$ cat config.mk
export PLATFORM = sky130hd
export DESIGN_NAME = read_port_select_flat
export DESIGN_NICKNAME = d
export VERILOG_FILES = /design/src/rtl/io_map_pkg.sv /design/src/rtl/io_types_pkg.sv /design/src/rtl/read_req_if.sv /design/src/rtl/read_port_select.sv /design/src/flat_wrapper.sv
export SDC_FILE = /design/constraint.sdc
export NUM_CORES = 1
export LEC_CHECK = 0
export BUFFER_PORTS_ARGS = -buffer_cell sky130_fd_sc_hd__buf_2
export CAP_MARGIN = 10
export CORE_AREA = 5 5 57 54
export DETAILED_ROUTE_END_ITERATION = 8
export DIE_AREA = 0 0 62 59
export PLACE_DENSITY = 0.93
export SLEW_MARGIN = 10
export SYNTH_ARGS = -nofsm -noshare
export SYNTH_HDL_FRONTEND = slang
export SYNTH_SLANG_ARGS = --single-unit
$ cat constraint.sdc
create_clock -name vclk -period 1.2
set_input_delay 0.06 -clock vclk [all_inputs]
set_output_delay 0.06 -clock vclk [all_outputs]
set_load 0.005 [all_outputs]
$ cat src/rtl/io_map_pkg.sv
// ========================================
// I/O read address map
// ========================================

package io_map_pkg;

    // ========================================
    // Data path widths
    // ========================================

    localparam int word_width = 16;       // one data word.
    localparam int addr_width = 10;       // covers the full 1024 word RAM.

    // ========================================
    // Read port window
    // ========================================

    localparam int port_count      = 4;   // external read ports.
    localparam int port_addr_width = 2;   // bits needed to index a port.

    // The window sits at the very top of the address space and shadows the RAM there.
    localparam logic [addr_width-1:0] port_base_addr = 1020;

    localparam int read_latency = 2;      // address in to data out, in cycles.

endpackage

$ cat src/rtl/io_types_pkg.sv
// ========================================
// I/O read shared types
// ========================================

package io_types_pkg;

    typedef logic [io_map_pkg::word_width-1:0] word_t;             // a data word.
    typedef logic [io_map_pkg::addr_width-1:0] addr_t;             // a read or write address.
    typedef logic [io_map_pkg::port_addr_width-1:0] port_index_t;  // a port number.
    typedef logic [io_map_pkg::port_count-1:0] port_mask_t;        // one bit per port.

    // Where a read takes its word from.
    typedef enum logic {
        source_ram = 1'b0,  // local data RAM.
        source_io  = 1'b1   // one of the external read ports.
    } read_source_e;

endpackage

$ cat src/rtl/read_req_if.sv
// ========================================
// Decoded read request
// ========================================

interface read_req_if;
    import io_types_pkg::*;

    logic         valid;     // a read was accepted on the last edge.
    read_source_e source;    // RAM or port read.
    port_index_t  port;      // addressed port inside the window.
    addr_t        ram_addr;  // raw address of the read.
    logic         gated;     // io_ready was low when the address came in.

    // Decode fills the request on the edge it accepts the read.
    modport decode (
        output valid,
        output source,
        output port,
        output ram_addr,
        output gated
    );

    // Select turns it into a strobe and a word in the following cycle.
    modport select (
        input valid,
        input source,
        input port,
        input ram_addr,
        input gated
    );

endinterface

$ cat src/rtl/read_port_select.sv
// ========================================
// Port strobe and word select
// ========================================

module read_port_select (
    read_req_if.select                                          req,
    input  logic [io_map_pkg::port_count*io_map_pkg::word_width-1:0] port_data,
    input  io_types_pkg::word_t                                 ram_data,
    output io_types_pkg::port_mask_t                            port_read,
    output logic                                                stage_valid,
    output io_types_pkg::read_source_e                          stage_source,
    output logic                                                stage_gated,
    output io_types_pkg::word_t                                 io_word,
    output io_types_pkg::word_t                                 ram_word
);
    import io_map_pkg::*;
    import io_types_pkg::*;

    logic        strobe_en;
    port_index_t data_index;

    // ========================================
    // Port read strobe
    // ========================================

    // A port is popped only for a live, ungated read inside the window.
    assign strobe_en = req.valid && (req.source == source_io) && !req.gated;

    always_comb begin
        port_read = '0;
        if (strobe_en) begin
            port_read[req.port] = 1'b1;  // one-hot on the addressed port.
        end
    end

    // ========================================
    // Word select
    // ========================================

    // The low address bits index the port because the window is aligned.
    assign data_index = req.ram_addr[port_addr_width-1:0];

    // The word is taken while the strobe is high, before the port pops it.
    assign io_word = port_data[data_index*word_width +: word_width];

    assign ram_word = ram_data;  // RAM output already lines up with the request.

    // Request fields travel on with the words.
    assign stage_valid  = req.valid;
    assign stage_source = req.source;
    assign stage_gated  = req.gated;

endmodule

$ cat src/flat_wrapper.sv
// flat-port wrapper written by rule: the top's interface ports become plain ports
module read_port_select_flat import io_map_pkg::*; import io_types_pkg::*;
  (port_data, ram_data, port_read, stage_valid, stage_source, stage_gated, io_word, ram_word, req_valid, req_source, req_port, req_ram_addr, req_gated);
  read_req_if req_i ();
  input  logic [io_map_pkg::port_count*io_map_pkg::word_width-1:0] port_data;
  input  io_types_pkg::word_t ram_data;
  output io_types_pkg::port_mask_t port_read;
  output logic stage_valid;
  output io_types_pkg::read_source_e stage_source;
  output logic stage_gated;
  output io_types_pkg::word_t io_word;
  output io_types_pkg::word_t ram_word;
  input wire logic [$bits(req_i.valid)-1:0] req_valid;
  input wire logic [$bits(req_i.source)-1:0] req_source;
  input wire logic [$bits(req_i.port)-1:0] req_port;
  input wire logic [$bits(req_i.ram_addr)-1:0] req_ram_addr;
  input wire logic [$bits(req_i.gated)-1:0] req_gated;
  assign req_i.valid = req_valid;
  assign req_i.source = req_source;
  assign req_i.port = req_port;
  assign req_i.ram_addr = req_ram_addr;
  assign req_i.gated = req_gated;
  read_port_select u_core (.req(req_i), .port_data(port_data), .ram_data(ram_data), .port_read(port_read), .stage_valid(stage_valid), .stage_source(stage_source), .stage_gated(stage_gated), .io_word(io_word), .ram_word(ram_word));
endmodule
# After elaboration in Yosys (flattened, before gate mapping)
# Index checks and enable logic that the tools add are counted.
# classes
add_sub_neg	0
n_mul	0
n_div	0
n_lt_le_gt_ge	2
n_eq_ne	0
shifts	1
muxes	3
bitwise	0
n_reduce_logical	4
# ops
op	n
64-bit by 7-bit variable part select with 16-bit output	1
4-bit 2-to-1 mux	1
1-bit logical AND	3
2-bit by 3-bit less-than comparator with 1-bit output (second input constant)	1
1-bit demux with 2-bit select	1
2-bit by 1-bit greater-or-equal comparator with 1-bit output (second input constant)	1
1-bit logical NOT	1
1-bit 2-to-1 mux	1
# totals
reg_bits	0
latch_bits	0
ram_bits	0
rom_bits	0
inputBits	95
out_inout_bits	39
wordCells	10
mem_count	0

# Depth between registers and ports, before layout
# Gate-level depths: netlist of the first run.
# depth
word_depth	5
depth_mapped	3
ltp_nobuf	2

# Worst setup path after synthesis of the first run
# Ideal clock, no wire load.
# synth_path
path_type	input-to-output
from	input req_ram_addr[0]
to	output io_word[0]
arrival_ps	815
required_ps	1140
slack_ps	325
stages	3
n_path_buf	2
cell_sequence	buf_6 > buf_12 > mux4_2
# synth_via
elab_chain_cells	1
# synth_lines
item	line_no	text
start, declared	flat_wrapper.sv:16	input wire logic [$bits(req_i.ram_addr)-1:0] req_ram_addr;
64-bit by 7-bit variable part select with 16-bit output	read_port_select.sv:44	assign io_word = port_data[data_index*word_width +: word_width];
end, declared	flat_wrapper.sv:11	output io_types_pkg::word_t io_word;
# Every way passes these cells.

# Worst setup path after layout of the first run
# layout_path
from	input req_ram_addr[0]
to	output io_word[6]
# Same word-level chain as after synthesis.

==> results.yml, run 1 <==
outcome:
  outcome: "finished, final reports clean"
worst_setup_path:
  cp_max_fo: 5
  worst_setup_path_start_kind: "primary input"
  endpoint_kind: "output port"
  critical_path_class: "primary input to output port"
  worstPathRequired_ps: 1140
  critical_path_arrival_ps: 1020
die:
  die_x_um: 62
  die_h_um: 59
  fp-row-count: 17
  initial_core_util: 0.2537
  core_um2: 2382
  ioPinCount: 134
  die_area_um2: 3658
synth:
  synth_area_um2: 604.3
  yosys.cell_count.top_type: "buf_4"
  yosysTopAreaCell: "mux4_2"
  synth_warnings: 0
  ys_types: 10
  avgSynthCellArea_um2: 13.73
  yosys-top-cells-count: "buf_4 (19), mux4_2 (10), mux4_1 (6), buf_2 (2), nor4b_1 (2)"
  yosysSeqAreaShare: 0
  synthTopCellsByArea: "mux4_2 (37%), mux4_1 (26%), buf_4 (24%)"
  synth_top_cell_area_share: 0.3727
  netlist_instances: 44
  syn_nets: 139
routing:
  drt-wirelength-per-cell_um: 16.89
  drt-total-wl_um: 2449
  firstDrtPassIters: 4
  drc_errors: 0
  avgViaCountPerCell: 5.041
  vias: 731
  antenna_left: 0
  first_iter_violations: 16
timing:
  tns_ps: 0
  slew_headroom: 0.7853
  layout_min_cycle_time_ps: 1082
  fin_crit_sh: 0.9013
  slew_violations: 0
  setup_viol: 0
  hold_violations: 0
  tightest_slew_ps: 322.1
  fmax_mhz: 924.5
  rsz0062_at_grt: "no"
clocking:
  cts_resized: 0
  cts_setup_buffers: 0
  cts_hold_repair.buffers: 0
power_and_ir_drop:
  power_uw: 319.7
  vdd_drop_max_uv: 156.0
  powerDensity_nw_per_um2: 335.3
  p_leak_uw: 0.0005242
global_route:
  grt_use_met3: 0.03486
  grt_pass1_wl_um: 3139
  grt_busiest_layer: "met2"
  grtUsageMet2: 0.2278
  groute.usage.overall: 0.1145
  grt-ovfl-total: 0
  met1_usage: 0.1090
  grt_pass1_vias: 753
  grt_max_degree: 17
  antenna_found_initial: 0
worst_hold_path:
  hold_depth: 0
  min_from: "ram_data[6]"
  hold_class: "primary input to output port"
  min_to: "ram_word[6]"
finish:
  diodes: 0
  layout.cells.non_filler: 145
  drive_gt1_frac: 0.9060
  design_area_um2: 953.4
  area_growth_pct: 57.76
  nNetsFinal: 214
  nClkBuffers: 0
  register_area_um2: 0
  numSequentialCells: 0
  final_util: 0.4002
place:
  dp.cells: 145
  portBuffers: 94
  placed_area_um2: 953.4
  gp_congestion: 0.7816
run:
  max-cap-violations: 0
## critical path, cell delays in order
cell,delay [ps]
buf_2,120
buf_4,150
mux4_1,550
buf_2,150
## metal layers
metal	part of all wire	wire length [um]
met1	0.27	654
met2	0.51	1245
met3	0.21	506
met4	0.017	42
met5	0	0
## layout make-up
class,instances,area [um^2]
Multi-Input combinational cell,21,420.4
Tap cell,28,35.03
Timing Repair Buffer,96,498.0
Fill cell,235,1429
## placed cells by master, fill, tap and decap left out, drive strengths merged
master	netlist	layout
buf	23	96
mux4	16	16
nor4b	2	2
nand2	1	1
nor4	1	1
nor4bb	1	1
## kinds of logic (layout without fill, tap and decap cells)
kind of cell | count (synthesis) | after routing | share of synthesized area
and+or+nand+nor | 5 | 5 | 0.06212
buffers and inverters | 23 | 96 | 0.3044
muxes | 16 | 16 | 0.6335
## per-stage QoR
step	hold slack, ps	setup WS (ps)
after floorplan	152.7	324.8
after global placement	120.0	124.0
after detailed placement	120.0	113.9
after CTS	120.0	111.0
after global routing	120.0	79.96
final	120.0	118.4
## power breakdown
| group | internal [uW] | switching, uW | total, uW |
|---|---|---|---|
| registers | 0 | 0 | 0 |
| clock network | 0 | 0 | 0 |
| logic | 213 | 107 | 320 |
## worst max path at each step
stage / start / to / slack (ps) / cells past startpoint
3_3_place_gp: req_ram_addr[0] / io_word[6] / 120 / 4
4_1_cts: req_ram_addr[0] / io_word[6] / 110 / 4
3_5_place_dp: req_ram_addr[0] / io_word[6] / 110 / 4
6_report: req_ram_addr[0] / io_word[6] / 120 / 4
2_1_floorplan: req_ram_addr[0] / io_word[0] / 320 / 3
5_1_grt: req_ram_addr[0] / io_word[6] / 80 / 4
Power figures use the tool's default switching activity.
==> run 2: changes to the inputs <==
--- a/config.mk
+++ b/config.mk
@@ -10,7 +10,10 @@
 export CORE_AREA = 5 5 57 54
 export DETAILED_ROUTE_END_ITERATION = 8
 export DIE_AREA = 0 0 62 59
+export MAX_ROUTING_LAYER = met4
 export PLACE_DENSITY = 0.93
+export RECOVER_POWER = 100
+export REMOVE_ABC_BUFFERS = 1
 export SLEW_MARGIN = 10
 export SYNTH_ARGS = -nofsm -noshare
 export SYNTH_HDL_FRONTEND = slang
==> results.yml, run 2 (synthesis results as in run 1) <==
global_route:
  grt_pass1_vias: 792
  grt_max_degree: 17
  grt-ovfl-total: 0
  grt_pass1_wl_um: 3312
  antenna_found_initial: 0
  groute.usage.overall: 0.1234
finish:
  drive_gt1_frac: 0.7949
  nClkBuffers: 0
  numSequentialCells: 0
  nNetsFinal: 214
  final_common_cell: "buf_2"
  register_area_um2: 0
  area_growth_pct: 57.14
  final_util: 0.3986
  layout.cells.non_filler: 145
  diodes: 0
  final_cell_mix: "buf_2 (80), clkbuf_1 (12), mux4_2 (10), mux4_1 (6)"
worst_setup_path:
  worstPathRequired_ps: 1140
  critical_path_class: "primary input to output port"
  critical_path_arrival_ps: 1020
  cp_max_fo: 10
  endpoint_kind: "output port"
  worst_setup_path_start_kind: "primary input"
timing:
  hold_violations: 0
  setup_viol: 0
  tns_ps: 0
  tightest_slew_ps: 339.5
  fin_crit_sh: 0.9034
  rsz0062_at_grt: "no"
  setup_slack_ps: 115.9
  slew_headroom: 0.7737
  fmax_mhz: 922.4
  layout_min_cycle_time_ps: 1084
  slew_violations: 0
outcome:
  outcome: "finished, final reports clean"
place:
  gp_congestion: 0.5742
  dp_hpwl_um: 2394
  dp_slack_ps: 106.2
  dp.cells: 145
  portBuffers: 94
routing:
  drt-wirelength-per-cell_um: 17.88
  first_iter_violations: 25
  drc_errors: 0
  drt-total-wl_um: 2592
  avgViaCountPerCell: 5.000
  vias: 725
  firstDrtPassIters: 4
  antenna_left: 0
power_and_ir_drop:
  p_leak_uw: 0.0004869
  vdd_drop_max_uv: 182.6
  powerDensity_nw_per_um2: 335.6
die:
  die_h_um: 59
  ioPinCount: 134
  fp-row-count: 17
  initial_core_util: 0.2537
  die_area_um2: 3658
  core_um2: 2382
  die_x_um: 62
clocking:
  cts_hold_repair.buffers: 0
  cts_setup_buffers: 0
  cts_resized: 0
worst_hold_path:
  hold_class: "primary input to output port"
run:
  max-cap-violations: 0
[run 2: cell count changes in the layout (fill, tap and decap cells not counted), sizes merged]
cell    change
clkbuf     +13
buf        -13
[run 2: report_power, final]
part	switching (uW)	internal, uW
clock network	0	0
logic	110	209
registers	0	0
total	110	209
[run 2: stage by stage]
stage,hold WS (ps),area (um^2),total power (uW)
finish,120.1,949.7,318.7
global route,120.1,949.7,349.1
CTS,120.1,965.9,332.7
detailed placement,120.1,965.9,332.2
global placement,120.1,965.9,319.5
floorplan,120.0,420.4,110.7
[run 2: area by class of cell]
class	count	area [um^2]
multi-input combinational	21	420.4
tap	28	35.03
fill	240	1433
timing repair buffer	96	494.2
[run 2: worst paths after layout]
path	startpoint	endpoint	slack (ps)	depth (start not counted)
worst min-delay path	ram_data[0]	ram_word[0]	120	0
worst max-delay path	req_ram_addr[0]	io_word[3]	120	4
[run 2: worst max-delay path, cell delays in order]
cell and delay (ps):
clkbuf_2 140, buf_12 160, mux4_2 510, buf_2 140
[run 2: metal layers]
metal / up-vias / wire length [um] / global-route usage
li1: 317 / - / -
met1: 329 / 696 / 0.1124
met2: 75 / 1439 / 0.2337
met3: 4 / 428 / 0.05664
met4: 0 / 27 / 0.01515
met5: - / 0 / -
==> run 3: changes to the inputs <==
--- a/config.mk
+++ b/config.mk
@@ -14,6 +14,7 @@
 export PLACE_DENSITY = 0.93
 export RECOVER_POWER = 100
 export REMOVE_ABC_BUFFERS = 1
+export SKIP_LAST_GASP = 1
 export SLEW_MARGIN = 10
 export SYNTH_ARGS = -nofsm -noshare
 export SYNTH_HDL_FRONTEND = slang
==> constraint.sdc (replaced) <==
create_clock -name vclk -period 1.2
set_input_delay 0.06 -clock vclk [all_inputs]
set_output_delay 0.06 -clock vclk [all_outputs]
set_load 0.02 [all_outputs]
==> results.yml, run 3 (synthesis results as in run 1) <==
worst_setup_path:
  cp_num_cells: 4
  cp_max_fo: 6
  max_stage_delay_ps: 540
  cpMaxStageDelayCell: "mux4_1"
  crit_family: "multiplexers"
  worst_setup_path_start_kind: "primary input"
  critical_path_class: "primary input to output port"
  worstPathRequired_ps: 1140
  worst-path-buf-inv: 3
  critical_path_arrival_ps: 1050
  worstPathCellList: "buf_2 -> buf_12 -> mux4_1 -> clkbuf_2"
  endpoint_kind: "output port"
place:
  placed_area_um2: 965.9
  gp_congestion: 0.5751
  dp.cells: 145
  portBuffers: 94
  dp_hpwl_um: 2346
timing:
  fmax_mhz: 901.2
  setup_viol: 0
  layout_min_cycle_time_ps: 1110
  hold_violations: 0
  rsz0062_at_grt: "no"
  slew_violations: 0
  worst_hold_slack_ps: 120.2
  slew_headroom: 0.7735
  tightest_slew_ps: 339.8
  fin_crit_sh: 0.9247
  tns_ps: 0
worst_hold_path:
  hold_class: "primary input to output port"
  hold_depth: 0
  min_to: "ram_word[0]"
  min_from: "ram_data[0]"
finish:
  numSequentialCells: 0
  design_area_um2: 957.2
  diodes: 0
  nClkBuffers: 0
  layout.cells.non_filler: 145
  nNetsFinal: 214
  fillers: 241
  drive_gt1_frac: 0.8462
  multi_input_area_um2: 420.4
  final_common_cell: "buf_2"
  final_util: 0.4018
  area_growth_pct: 58.38
  register_area_um2: 0
  final_cell_mix: "buf_2 (72), clkbuf_2 (15), mux4_2 (10), clkbuf_1 (7), mux4_1 (6)"
clocking:
  cts_resized: 0
  cts_setup_buffers: 0
  cts_hold_repair.buffers: 0
routing:
  drt-total-wl_um: 2541
  firstDrtPassIters: 4
  vias: 716
  avgViaCountPerCell: 4.938
  first_iter_violations: 19
  antenna_left: 0
  drt-wirelength-per-cell_um: 17.52
  drc_errors: 0
global_route:
  grt_pass1_wl_um: 3332
  grtUsageMet2: 0.2308
  grt_busiest_layer: "met2"
  antenna_found_initial: 0
  grt_pass1_vias: 788
  groute.usage.overall: 0.1217
  grt-ovfl-total: 0
  grt_use_met3: 0.05664
  grt_max_degree: 17
  met1_usage: 0.1167
power_and_ir_drop:
  powerDensity_nw_per_um2: 417.4
  p_leak_uw: 0.0005065
  vdd_drop_max_uv: 285.5
run:
  max-cap-violations: 0
die:
  ioPinCount: 134
  initial_core_util: 0.2537
  core_um2: 2382
  die_h_um: 59
  die_x_um: 62
  fp-row-count: 17
  die_area_um2: 3658
outcome:
  outcome: "finished, final reports clean"
[run 3: cell types whose count changed in the layout (fill, tap and decap cells not counted)]
| cell | delta |
|---|---|
| clkbuf_2 | +14 |
| buf_2 | -8 |
| clkbuf_1 | -5 |
| buf_1 | -1 |
[run 3: area by class of cell]
class	count	share of cell area
repair buffers	96	0.5242
multi-input cells	21	0.4392
well taps	28	0.03660
[run 3: stage by stage]
stage,setup slack [ps],total power [uW]
final,90.42,399.5
after detailed placement,80.90,406.4
after global placement,87.58,394.2
after global routing,30.28,429.9
after CTS,76.17,406.9
after floorplan,260.9,181.2
[run 3: power breakdown]
part / total (uW) / internal (uW) / switching (uW)
clock network: 0 / 0 / 0
registers: 0 / 0 / 0
logic: 400 / 215 / 184
[run 3: per-layer routing]
metal,vias up,part of all wire
met5,-,0
met4,0,0
met3,0,0.17
met2,75,0.54
met1,322,0.29
li1,319,-
[run 3: worst max path at each step]
| stage | end | slack (ps) | startpoint |
|---|---|---|---|
| finish | io_word[12] | 90 | req_ram_addr[0] |
| global route | io_word[12] | 30 | req_ram_addr[0] |
| CTS | io_word[12] | 80 | req_ram_addr[0] |
| detailed placement | io_word[12] | 80 | req_ram_addr[0] |
| global placement | io_word[12] | 90 | req_ram_addr[0] |
| floorplan | port_read[1] | 260 | req_valid |
