### src/rtl/io_map_pkg.sv
// ========================================
// I/O read address map
// ========================================

package io_map_pkg;

    // ========================================
    // Data path widths
    // ========================================

    localparam int word_width = 16;       // one data word.
    localparam int addr_width = 10;       // covers the full 1024 word RAM.

    // ========================================
    // Read port window
    // ========================================

    localparam int port_count      = 4;   // external read ports.
    localparam int port_addr_width = 2;   // bits needed to index a port.

    // The window sits at the very top of the address space and shadows the RAM there.
    localparam logic [addr_width-1:0] port_base_addr = 1020;

    localparam int read_latency = 2;      // address in to data out, in cycles.

endpackage

### src/rtl/io_types_pkg.sv
// ========================================
// I/O read shared types
// ========================================

package io_types_pkg;

    typedef logic [io_map_pkg::word_width-1:0] word_t;             // a data word.
    typedef logic [io_map_pkg::addr_width-1:0] addr_t;             // a read or write address.
    typedef logic [io_map_pkg::port_addr_width-1:0] port_index_t;  // a port number.
    typedef logic [io_map_pkg::port_count-1:0] port_mask_t;        // one bit per port.

    // Where a read takes its word from.
    typedef enum logic {
        source_ram = 1'b0,  // local data RAM.
        source_io  = 1'b1   // one of the external read ports.
    } read_source_e;

endpackage

### src/rtl/read_output_stage.sv
// ========================================
// Read result register
// ========================================

module read_output_stage (
    input  logic                       clock,
    input  logic                       rst_n,
    input  logic                       stage_valid,
    input  io_types_pkg::read_source_e stage_source,
    input  logic                       stage_gated,
    input  io_types_pkg::word_t        io_word,
    input  io_types_pkg::word_t        ram_word,
    output io_types_pkg::word_t        read_data,
    output logic                       read_data_valid
);
    import io_types_pkg::*;

    // ========================================
    // Result word
    // ========================================

    always_ff @(posedge clock) begin
        if (stage_gated) begin
            read_data <= '0;         // a held back read returns zero.
        end else if (stage_source == source_io) begin
            read_data <= io_word;
        end else begin
            read_data <= ram_word;
        end
    end

    // ========================================
    // Valid pulse
    // ========================================

    // One pulse per request, two cycles after the address.
    always_ff @(posedge clock) begin
        if (!rst_n) begin
            read_data_valid <= 1'b0;
        end else begin
            read_data_valid <= stage_valid;
        end
    end

endmodule

### config.mk
export PLATFORM = sky130hd
export DESIGN_NAME = read_output_stage
export DESIGN_NICKNAME = d
export VERILOG_FILES = /design/src/rtl/io_map_pkg.sv /design/src/rtl/io_types_pkg.sv /design/src/rtl/read_output_stage.sv
export SDC_FILE = /design/constraint.sdc
export NUM_CORES = 1
export LEC_CHECK = 0
export ABC_AREA = 1
export BUFFER_PORTS_ARGS = -buffer_cell sky130_fd_sc_hd__buf_2
export CORE_ASPECT_RATIO = 0.75
export CORE_MARGIN = 10
export CORE_UTILIZATION = 40
export DETAILED_ROUTE_END_ITERATION = 16
export PLACE_DENSITY = 0.78
export SLEW_MARGIN = 20
export SYNTH_ARGS = -nofsm -noshare
export SYNTH_HDL_FRONTEND = slang
export SYNTH_SLANG_ARGS = --single-unit
### constraint.sdc
create_clock -name clock -period 1.2 [get_ports clock]
set_input_delay 0.18 -clock clock [delete_from_list [all_inputs] [get_ports clock]]
set_output_delay 0.18 -clock clock [all_outputs]
set_load 0.05 [all_outputs]
Word level (Yosys, flattened, before mapping)
Cells that the tools add are included.
{"block": "totals", "reg_bits": 17, "latchBits": 0, "ramBits": 0, "rom_bits": 0, "in_bits": 37, "output_inout_bits": 17, "elab_cells": 3, "n_memories": 0}
{"block": "op_classes", "add_sub_neg": 0, "n_mul": 0, "div": 0, "magnitude_cmp": 0, "eq_ne": 0, "shifts": 0, "n_mux": 1, "n_bitwise": 0, "reduce_logical": 0}
{"op": "two-way mux 16 bit", "n": 1}

Depth between registers and ports, before layout
Gate-level depths: netlist of run 1.
{"block": "logic_depth", "depth_word": 1, "ltp_mapped": 4, "mapped_depth_nobuf": 4}

Least setup slack after synthesis of run 1
OpenSTA, ideal clock, no wires.
{"block": "synth_timing", "kind": "register to output", "from": "reg read_data[0]", "to": "out read_data[0]", "t_arrival_ns": 0.587, "required_time_ns": 1.020, "setup_slack_ns": 0.433, "stages_incl_launch_ff": 1, "n_path_buf": 0, "path_cell_list": "dfxtp_1"}
{"element": "start: declaration", "line": "read_output_stage.sv:13", "rtl": "output io_types_pkg::word_t read_data,"}
{"element": "start signal: assignment", "line": "read_output_stage.sv:26", "rtl": "read_data <= io_word;"}
{"element": "start signal: assignment", "line": "read_output_stage.sv:28", "rtl": "read_data <= ram_word;"}
No word-level cell between the ends.

Worst setup path after layout of run 1
{"block": "layout_timing", "from": "reg read_data_valid", "to": "out read_data_valid"}
{"element": "start: declaration", "line": "read_output_stage.sv:14", "rtl": "output logic read_data_valid"}
{"element": "start signal: assignment", "line": "read_output_stage.sv:41", "rtl": "read_data_valid <= stage_valid;"}
No word-level cell between the ends.

==> impl_table.tex, run 1 <==
\begin{tabular}{lr}
\hline
Metric & Value \\
\hline
\multicolumn{2}{l}{\textbf{Run status}} \\
Outcome & finished, final reports clean \\
\multicolumn{2}{l}{\textbf{Logic synthesis}} \\
Compound-cell area share of the yosys netlist & 0\% \\
Top-count cell post-synth & sky130\_fd\_sc\_hd\_\_nand2\_1 \\
Top cell type by total area after synthesis & sky130\_fd\_sc\_hd\_\_dfxtp\_1 \\
Main combinational cell family by area after synthesis & simple AND/OR/NAND/NOR gates \\
Post-synthesis area per instance & 6.71 um\^{}2 \\
Fraction of the mapped netlist area in adder cells & 0\% \\
Fraction of the mapped netlist area in simple logic gates & 35.7\% \\
Number of enable-type register cells in the synthesized netlist & 0 \\
Distinct cell type count of the synthesized netlist & 7 \\
Post-synth top area share & 48.7\% \\
Xor/xnor share of the synthesized area & 0\% \\
Post-synthesis sequential area ratio & 48.7\% \\
Count of warnings emitted by yosys & 0 \\
Post-Synthesis Cells & 104 \\
Fraction of registers with async set/reset & 0\% \\
Synth Register Bits & 17 \\
Multiplexer share of the synthesized area & 0\% \\
Leading register cell type out of synthesis & sky130\_fd\_sc\_hd\_\_dfxtp\_1 \\
Post-synth net total & 141 \\
Cell types occupying the most area after synthesis & sky130\_fd\_sc\_hd\_\_dfxtp\_1 49\%, sky130\_fd\_sc\_hd\_\_nand2\_1 18\%, sky130\_fd\_sc\_hd\_\_nor2\_1 16\%, sky130\_fd\_sc\_hd\_\_inv\_1 9.7\%, sky130\_fd\_sc\_hd\_\_buf\_6 4.8\% \\
Post-synth design cell area & 698 um\^{}2 \\
Most used standard cells in the synthesized netlist & 33 x sky130\_fd\_sc\_hd\_\_nand2\_1, 30 x sky130\_fd\_sc\_hd\_\_nor2\_1, 18 x sky130\_fd\_sc\_hd\_\_inv\_1, 17 x sky130\_fd\_sc\_hd\_\_dfxtp\_1, 3 x sky130\_fd\_sc\_hd\_\_buf\_6 \\
\multicolumn{2}{l}{\textbf{Detailed routing}} \\
Top metal layer carrying routed signals & met4 \\
Total via count after detailed routing & 715 \\
Drt total wl & 1.92 mm \\
Total DRC errors in the routed layout & 0 \\
Remaining antenna violation count after routing & 0 \\
M1 WL & 706 um \\
Met3 Routed Length & 299 um \\
Number of iterations in the first detailed-routing pass & 4 \\
Vias per cell & 4.02 \\
WL per Instance & 10.8 um \\
Routed met2 length & 903 um \\
Drt initial violations & 27 \\
\multicolumn{2}{l}{\textbf{Timing}} \\
Count of endpoints failing setup in the final report & 0 \\
Unrepaired setup endpoints after global routing & no \\
Final setup slack of the worst path & 0.152 ns \\
Transition time at the pin with the least slew margin & 0.498 ns \\
Headroom to the max-slew limit & 66.8\% \\
Setup TNS after final layout & 0 ns \\
F\_max & 0.954 GHz \\
Post-layout minimum cycle time & 1.05 ns \\
Slew Limit Fails & 0 \\
Final worst-path cycle share & 87.3\% \\
Hold Vio Cnt, Final & 0 \\
\multicolumn{2}{l}{\textbf{Die}} \\
Io pins & 54 \\
Std-Cell Rows & 12 \\
Die Outline Area & 0.00383 mm\^{}2 \\
Area inside the core boundary & 0.00156 mm\^{}2 \\
DIE WIDTH & 68.2 um \\
Die height & 56.2 um \\
Initial standard-cell utilization of the core & 44.7\% \\
\multicolumn{2}{l}{\textbf{CTS}} \\
Clock Root Buffer & sky130\_fd\_sc\_hd\_\_clkbuf\_4 \\
Clock buffer count from CTS & 3 \\
CTS hold repair buffers & 0 \\
CTS Sinks & 17 \\
CTS tree & built \\
Clock slew at reported path FFs & 0.09 ns \\
Maximum level of the CTS H-tree & 1 \\
Post-CTS repair timing setup buffer count & 0 \\
Max Root-Sink Buffers & 2 \\
Resize count post-CTS & 0 \\
\multicolumn{2}{l}{\textbf{Setup path}} \\
Endpoint type of the worst setup path & output port \\
Arrival time reported for the critical path endpoint & 0.87 ns \\
Cell breakdown of the critical path & buf\_2 \\
Max stage delay on crit path & 0.32 ns \\
Classification of the worst setup path & reg2out \\
CP startpoint kind & flop \\
Library cell contributing the largest single delay on the critical path & sky130\_fd\_sc\_hd\_\_dfxtp\_1 \\
CP Buf/Inv Count & 1 \\
Required time of the worst setup path & 1.02 ns \\
Largest delay share family, worst path & flip-flops \\
Biggest fanout along the worst timing path & 1 \\
\multicolumn{2}{l}{\textbf{Finish}} \\
Post-Layout Inst Area & 975 um\^{}2 \\
Ratio of cells with drive above 1 in the final layout & 36.9\% \\
Final-stage net count & 195 \\
Antenna Cells & 0 \\
Synth-to-Final Area Change & 39.6\% \\
\multicolumn{2}{l}{\textbf{Worst hold path}} \\
Worst min-delay path class & in2reg \\
\multicolumn{2}{l}{\textbf{Power}} \\
Proportion of power drawn by flip-flops and latches & 49.6\% \\
Static Leak & 0.633 nW \\
Portion of total power attributed to the clock network & 24.0\% \\
Switching Power & 0.402 mW \\
Combinational share of power & 26.4\% \\
Sum of internal, switching and leakage power & 1.23 mW \\
Cell Int Power & 0.829 mW \\
Power density normalized to cell area & 1260 mW/mm\^{}2 \\
Maximum vdd ir drop & 711 uV \\
Net switching fraction of the power & 32.7\% \\
\multicolumn{2}{l}{\textbf{GRT}} \\
Total overflow reported by the global router & 0 \\
Maximum number of pins on one net before global-route repair & 33 \\
Wire length of the first global-routing pass & 2.90 mm \\
Vias in the first global route & 691 \\
All-layer global routing usage & 9.59\% \\
Initial antenna violation count & 0 \\
\multicolumn{2}{l}{\textbf{Placed design}} \\
Placed cell areas & 948 um\^{}2 \\
Final weighted congestion of routability-driven global placement & 0.759 \\
DP HPWL & 1.57 mm \\
Number of buffers added on ports & 53 \\
Minimum setup slack after placement & 0.251 ns \\
\multicolumn{2}{l}{\textbf{Run}} \\
Number of maximum-capacitance constraint violations & 0 \\
\hline
\end{tabular}
==> sequential cells by signal (all words and copies together) (netlist names) <==
signal / flops
read_data_valid: 1
read_data: 16
==> power by group through the flow <==
stage          Sequential (mW)  Clock [mW]  Combinational [mW]
2_1_floorplan            0.766           0              0.0885
3_3_place_gp             0.623           0               0.322
3_5_place_dp             0.624           0               0.328
4_1_cts                  0.611       0.308               0.330
5_1_grt                  0.615       0.332               0.354
6_report                 0.611       0.295               0.325
==> per-layer routing <==
layer  GRT usage [%]  vias to the layer above
li1                -                      396
met4           0.855                        0
met3            8.43                        2
met5               0                        -
met2            15.4                       34
met1            9.40                      283
==> per-stage QoR <==
step	hold WS [ns]	util, %	instances
finish	0.0664	62.4	178
global route	0.0602	62.4	178
CTS	0.0639	62.4	178
detailed placement	0.369	60.7	174
global placement	0.359	60.7	174
floorplan	0.273	-	104
==> layout make-up <==
type                            count  area, um^2
Fill cell                         158         587
Sequential cell                    17         340
Timing Repair Buffer               53         265
Multi-Input combinational cell     65         249
Inverter                           18        67.6
Clock buffer                        4        26.3
Tap cell                           21        26.3
==> worst paths after layout <==
path / endpoint / start / slack, ns / cells after the start
hold / removal: read_data_valid / stage_valid / 0.07 / 3
setup / recovery: read_data_valid / read_data_valid / 0.15 / 1
==> layout by cell type (no fill, tap or decap), drive strengths merged <==
master,n
buf,53
clkbuf,4
dfxtp,17
inv,18
nand2,33
nor2,32
==> logic make-up after synthesis <==
family / Yosys count
buffers and inverters: 22
DFF: 17
and+or+nand+nor: 65
No activity file was read; power rests on OpenSTA's default activity.
==> run 2, diff against run 1 <==
ABC_AREA = default   (was 1)
CORE_ASPECT_RATIO = default   (was 0.75)
CORE_UTILIZATION = 38   (was 40)
==> run 2 against run 1 <==
  * Critical path depth unchanged
  * Sequential share of layout area rose by 3.8 points
  * Die area is 6.2% lower
  * Core utilization decreased by 4.1 points
  * Clock-buffer cell count unchanged
  * Clock power about the same
  * Non-clock buffer count did not move
  * First-iteration DRC count down 81%
  * Worst setup slack improved by 0.0067 ns
  * Synthesized cell count is 48% lower
  * Critical path type unchanged
==> impl_table.tex, run 2 <==
\begin{tabular}{lr}
\hline
Metric & Value \\
\hline
\multicolumn{2}{l}{\textbf{Run status}} \\
Outcome & finished, final reports clean (unchanged) \\
\multicolumn{2}{l}{\textbf{Timing}} \\
Final worst-path cycle share & 86.8\% (was 87.3\%) \\
Post-layout minimum cycle time & 1.04 ns (was 1.05 ns) \\
F\_max & 0.960 GHz (was 0.954 GHz) \\
Count of endpoints failing setup in the final report & 0 (unchanged) \\
Unrepaired setup endpoints after global routing & no (unchanged) \\
Transition time at the pin with the least slew margin & 0.456 ns (was 0.498 ns) \\
Setup TNS after final layout & 0 ns (unchanged) \\
Hold Vio Cnt, Final & 0 (unchanged) \\
Headroom to the max-slew limit & 69.6\% (was 66.8\%) \\
Slew Limit Fails & 0 (unchanged) \\
\multicolumn{2}{l}{\textbf{Logic synthesis}} \\
Post-Synthesis Cells & 54 (was 104) \\
Post-synth net total & 91 (was 141) \\
Post-synthesis area per instance & 11.2 um\^{}2 (was 6.71 um\^{}2) \\
Most used standard cells in the synthesized netlist & 17 x sky130\_fd\_sc\_hd\_\_dfxtp\_1, 16 x sky130\_fd\_sc\_hd\_\_mux2i\_1, 16 x sky130\_fd\_sc\_hd\_\_nor2\_1 (was 33 x sky130\_fd\_sc\_hd\_\_nand2\_1, 30 x sky130\_fd\_sc\_hd\_\_nor2\_1, 18 x sky130\_fd\_sc\_hd\_\_inv\_1, 17 x sky130\_fd\_sc\_hd\_\_dfxtp\_1, 3 x sky130\_fd\_sc\_hd\_\_buf\_6) \\
Fraction of registers with async set/reset & 0\% (unchanged) \\
Post-synth top area share & 56.1\% (was 48.7\%) \\
Top-count cell post-synth & sky130\_fd\_sc\_hd\_\_dfxtp\_1 (was sky130\_fd\_sc\_hd\_\_nand2\_1) \\
Count of warnings emitted by yosys & 0 (unchanged) \\
Cell types occupying the most area after synthesis & sky130\_fd\_sc\_hd\_\_dfxtp\_1 56\%, sky130\_fd\_sc\_hd\_\_mux2i\_1 26\%, sky130\_fd\_sc\_hd\_\_nor2\_1 9.9\%, sky130\_fd\_sc\_hd\_\_buf\_12 3.3\%, sky130\_fd\_sc\_hd\_\_buf\_6 1.9\% (was sky130\_fd\_sc\_hd\_\_dfxtp\_1 49\%, sky130\_fd\_sc\_hd\_\_nand2\_1 18\%, sky130\_fd\_sc\_hd\_\_nor2\_1 16\%, sky130\_fd\_sc\_hd\_\_inv\_1 9.7\%, sky130\_fd\_sc\_hd\_\_buf\_6 4.8\%) \\
Synth Register Bits & 17 (unchanged) \\
Post-synth design cell area & 607 um\^{}2 (was 698 um\^{}2) \\
Post-synthesis sequential area ratio & 56.1\% (was 48.7\%) \\
Distinct cell type count of the synthesized netlist & 8 (was 7) \\
Number of enable-type register cells in the synthesized netlist & 0 (unchanged) \\
Leading register cell type out of synthesis & sky130\_fd\_sc\_hd\_\_dfxtp\_1 (unchanged) \\
Top cell type by total area after synthesis & sky130\_fd\_sc\_hd\_\_dfxtp\_1 (unchanged) \\
\multicolumn{2}{l}{\textbf{Setup path}} \\
Biggest fanout along the worst timing path & 1 (unchanged) \\
Required time of the worst setup path & 1.02 ns (about the same) \\
Arrival time reported for the critical path endpoint & 0.86 ns (was 0.87 ns) \\
Classification of the worst setup path & reg2out (unchanged) \\
Library cell contributing the largest single delay on the critical path & sky130\_fd\_sc\_hd\_\_dfxtp\_1 (unchanged) \\
CP Buf/Inv Count & 1 (unchanged) \\
Max stage delay on crit path & 0.32 ns (about the same) \\
CP startpoint kind & flop (unchanged) \\
Largest delay share family, worst path & flip-flops (unchanged) \\
Cell breakdown of the critical path & buf\_2 (unchanged) \\
Endpoint type of the worst setup path & output port (unchanged) \\
\multicolumn{2}{l}{\textbf{Die}} \\
DIE WIDTH & 60.0 um (was 68.2 um) \\
Die Outline Area & 0.00360 mm\^{}2 (was 0.00383 mm\^{}2) \\
Io pins & 54 (unchanged) \\
Initial standard-cell utilization of the core & 40.3\% (was 44.7\%) \\
Area inside the core boundary & 0.00151 mm\^{}2 (was 0.00156 mm\^{}2) \\
Std-Cell Rows & 14 (was 12) \\
Die height & 60.0 um (was 56.2 um) \\
\multicolumn{2}{l}{\textbf{CTS}} \\
Resize count post-CTS & 0 (unchanged) \\
Clock buffer count from CTS & 3 (unchanged) \\
CTS tree & built (unchanged) \\
Post-CTS repair timing setup buffer count & 0 (unchanged) \\
Clock Root Buffer & sky130\_fd\_sc\_hd\_\_clkbuf\_4 (unchanged) \\
Maximum level of the CTS H-tree & 1 (unchanged) \\
Max Root-Sink Buffers & 2 (unchanged) \\
CTS Sinks & 17 (unchanged) \\
CTS hold repair buffers & 0 (unchanged) \\
Clock slew at reported path FFs & 0.10 ns (was 0.09 ns) \\
\multicolumn{2}{l}{\textbf{Power}} \\
Power density normalized to cell area & 1370 mW/mm\^{}2 (was 1260 mW/mm\^{}2) \\
Maximum vdd ir drop & 791 uV (was 711 uV) \\
Static Leak & 0.508 nW (was 0.633 nW) \\
\multicolumn{2}{l}{\textbf{Finish}} \\
Fillcell total & 154 (was 158) \\
Reg with most FFs & read\_data (unchanged) \\
Flip-flop and latch area & 340 um\^{}2 (unchanged) \\
Synth-to-Final Area Change & 44.7\% (was 39.6\%) \\
Leading registers by flop count & read\_data (16), read\_data\_valid (1) (unchanged) \\
Most used cells in the layout excluding fill and tap cells & 53 x sky130\_fd\_sc\_hd\_\_buf\_2, 17 x sky130\_fd\_sc\_hd\_\_dfxtp\_1, 16 x sky130\_fd\_sc\_hd\_\_mux2i\_1, 16 x sky130\_fd\_sc\_hd\_\_nor2\_1, 3 x sky130\_fd\_sc\_hd\_\_clkbuf\_4 (was 53 x sky130\_fd\_sc\_hd\_\_buf\_2, 33 x sky130\_fd\_sc\_hd\_\_nand2\_1, 30 x sky130\_fd\_sc\_hd\_\_nor2\_1) \\
Final-stage net count & 145 (was 195) \\
Ratio of cells with drive above 1 in the final layout & 52.3\% (was 36.9\%) \\
Most common cell after layout, fill and taps aside & sky130\_fd\_sc\_hd\_\_buf\_2 (unchanged) \\
Post-Layout Inst Area & 878 um\^{}2 (was 975 um\^{}2) \\
Antenna Cells & 0 (unchanged) \\
Max reg flops & 16 (unchanged) \\
Multi-input combinational cell area & 226 um\^{}2 (was 249 um\^{}2) \\
\multicolumn{2}{l}{\textbf{Detailed routing}} \\
Met3 Routed Length & 408 um (was 299 um) \\
Number of iterations in the first detailed-routing pass & 2 (was 4) \\
M1 WL & 577 um (was 706 um) \\
Drt initial violations & 5 (was 27) \\
Routed met2 length & 652 um (was 903 um) \\
WL per Instance & 13.3 um (was 10.8 um) \\
Drt total wl & 1.64 mm (was 1.92 mm) \\
Vias per cell & 4.43 (was 4.02) \\
Total DRC errors in the routed layout & 0 (unchanged) \\
Remaining antenna violation count after routing & 0 (unchanged) \\
Top metal layer carrying routed signals & met3 (was met4) \\
Total via count after detailed routing & 545 (was 715) \\
\multicolumn{2}{l}{\textbf{GRT}} \\
All-layer global routing usage & 9.40\% (was 9.59\%) \\
Vias in the first global route & 551 (was 691) \\
Initial antenna violation count & 0 (unchanged) \\
Total overflow reported by the global router & 0 (unchanged) \\
Wire length of the first global-routing pass & 2.58 mm (was 2.90 mm) \\
Maximum number of pins on one net before global-route repair & 17 (was 33) \\
\multicolumn{2}{l}{\textbf{Run}} \\
Number of maximum-capacitance constraint violations & 0 (unchanged) \\
\multicolumn{2}{l}{\textbf{Placed design}} \\
Placed cell areas & 852 um\^{}2 (was 948 um\^{}2) \\
Final weighted congestion of routability-driven global placement & 0.635 (was 0.759) \\
Number of buffers added on ports & 53 (unchanged) \\
\multicolumn{2}{l}{\textbf{Worst hold path}} \\
Hold path endpoint & read\_data\_valid (unchanged) \\
Hold Path Stages & 2 (was 3) \\
Start point of the worst min-delay path & stage\_valid (unchanged) \\
Worst min-delay path class & in2reg (unchanged) \\
\hline
\end{tabular}
-- run 2: cell types whose count changed in the layout (fill, tap and decap cells not counted), sizes merged --
cell	previous run	this run
inv	18	0
mux2i	0	16
nand2	33	0
nor2	32	16
and2	0	1
-- run 2: area by class of cell --
type	count	area share, %
Tap cell	16	2.28
Timing Repair Buffer	53	30.2
Sequential cell	17	38.7
Clock buffer	4	2.99
Multi-Input combinational cell	33	25.8
-- run 2: stage by stage --
stage	worst slack (ns)	utilization, %	power [mW]	hold WS, ns	std cells
finish	0.159	58.3	1.20	0.0884	123
global route	0.0775	58.3	1.29	0.0637	123
CTS	0.143	58.3	1.22	0.0800	123
global placement	0.209	56.6	0.917	0.381	119
floorplan	0.433	-	0.832	0.302	54
detailed placement	0.180	56.6	0.922	0.383	119
-- run 2: cells by family (layout without fill, tap and decap cells) --
logic type             count (synthesis)  in the layout  share of synthesized area, %
muxes                                 16             16                          26.4
DFF                                   17             17                          56.1
buffers and inverters                  4             57                          6.60
and+or+nand+nor                       17             17                          10.9
-- run 2: power by group --
part | internal, mW | switching, mW | total (mW)
clock network | 0.129 | 0.168 | 0.297
registers | 0.601 | 0.00696 | 0.608
logic | 0.0979 | 0.199 | 0.297
total | 0.828 | 0.374 | 1.20
-- run 2: worst max-delay path by stage --
stage	startpoint	to	slack (ns)	cells past startpoint
after floorplan	read_data[0]	read_data[0]	0.43	0
after global placement	stage_source	read_data[2]	0.21	3
after detailed placement	stage_source	read_data[9]	0.18	3
after CTS	read_data[9]	read_data[9]	0.14	1
after global routing	read_data[15]	read_data[15]	0.08	1
final	read_data[9]	read_data[9]	0.16	1
-- run 2: layer usage --
layer,GRT usage [%],vias to the layer above
li1,-,281
met1,9.59,224
met2,11.8,40
met3,9.96,0
met4,4.81,0
met5,0,-
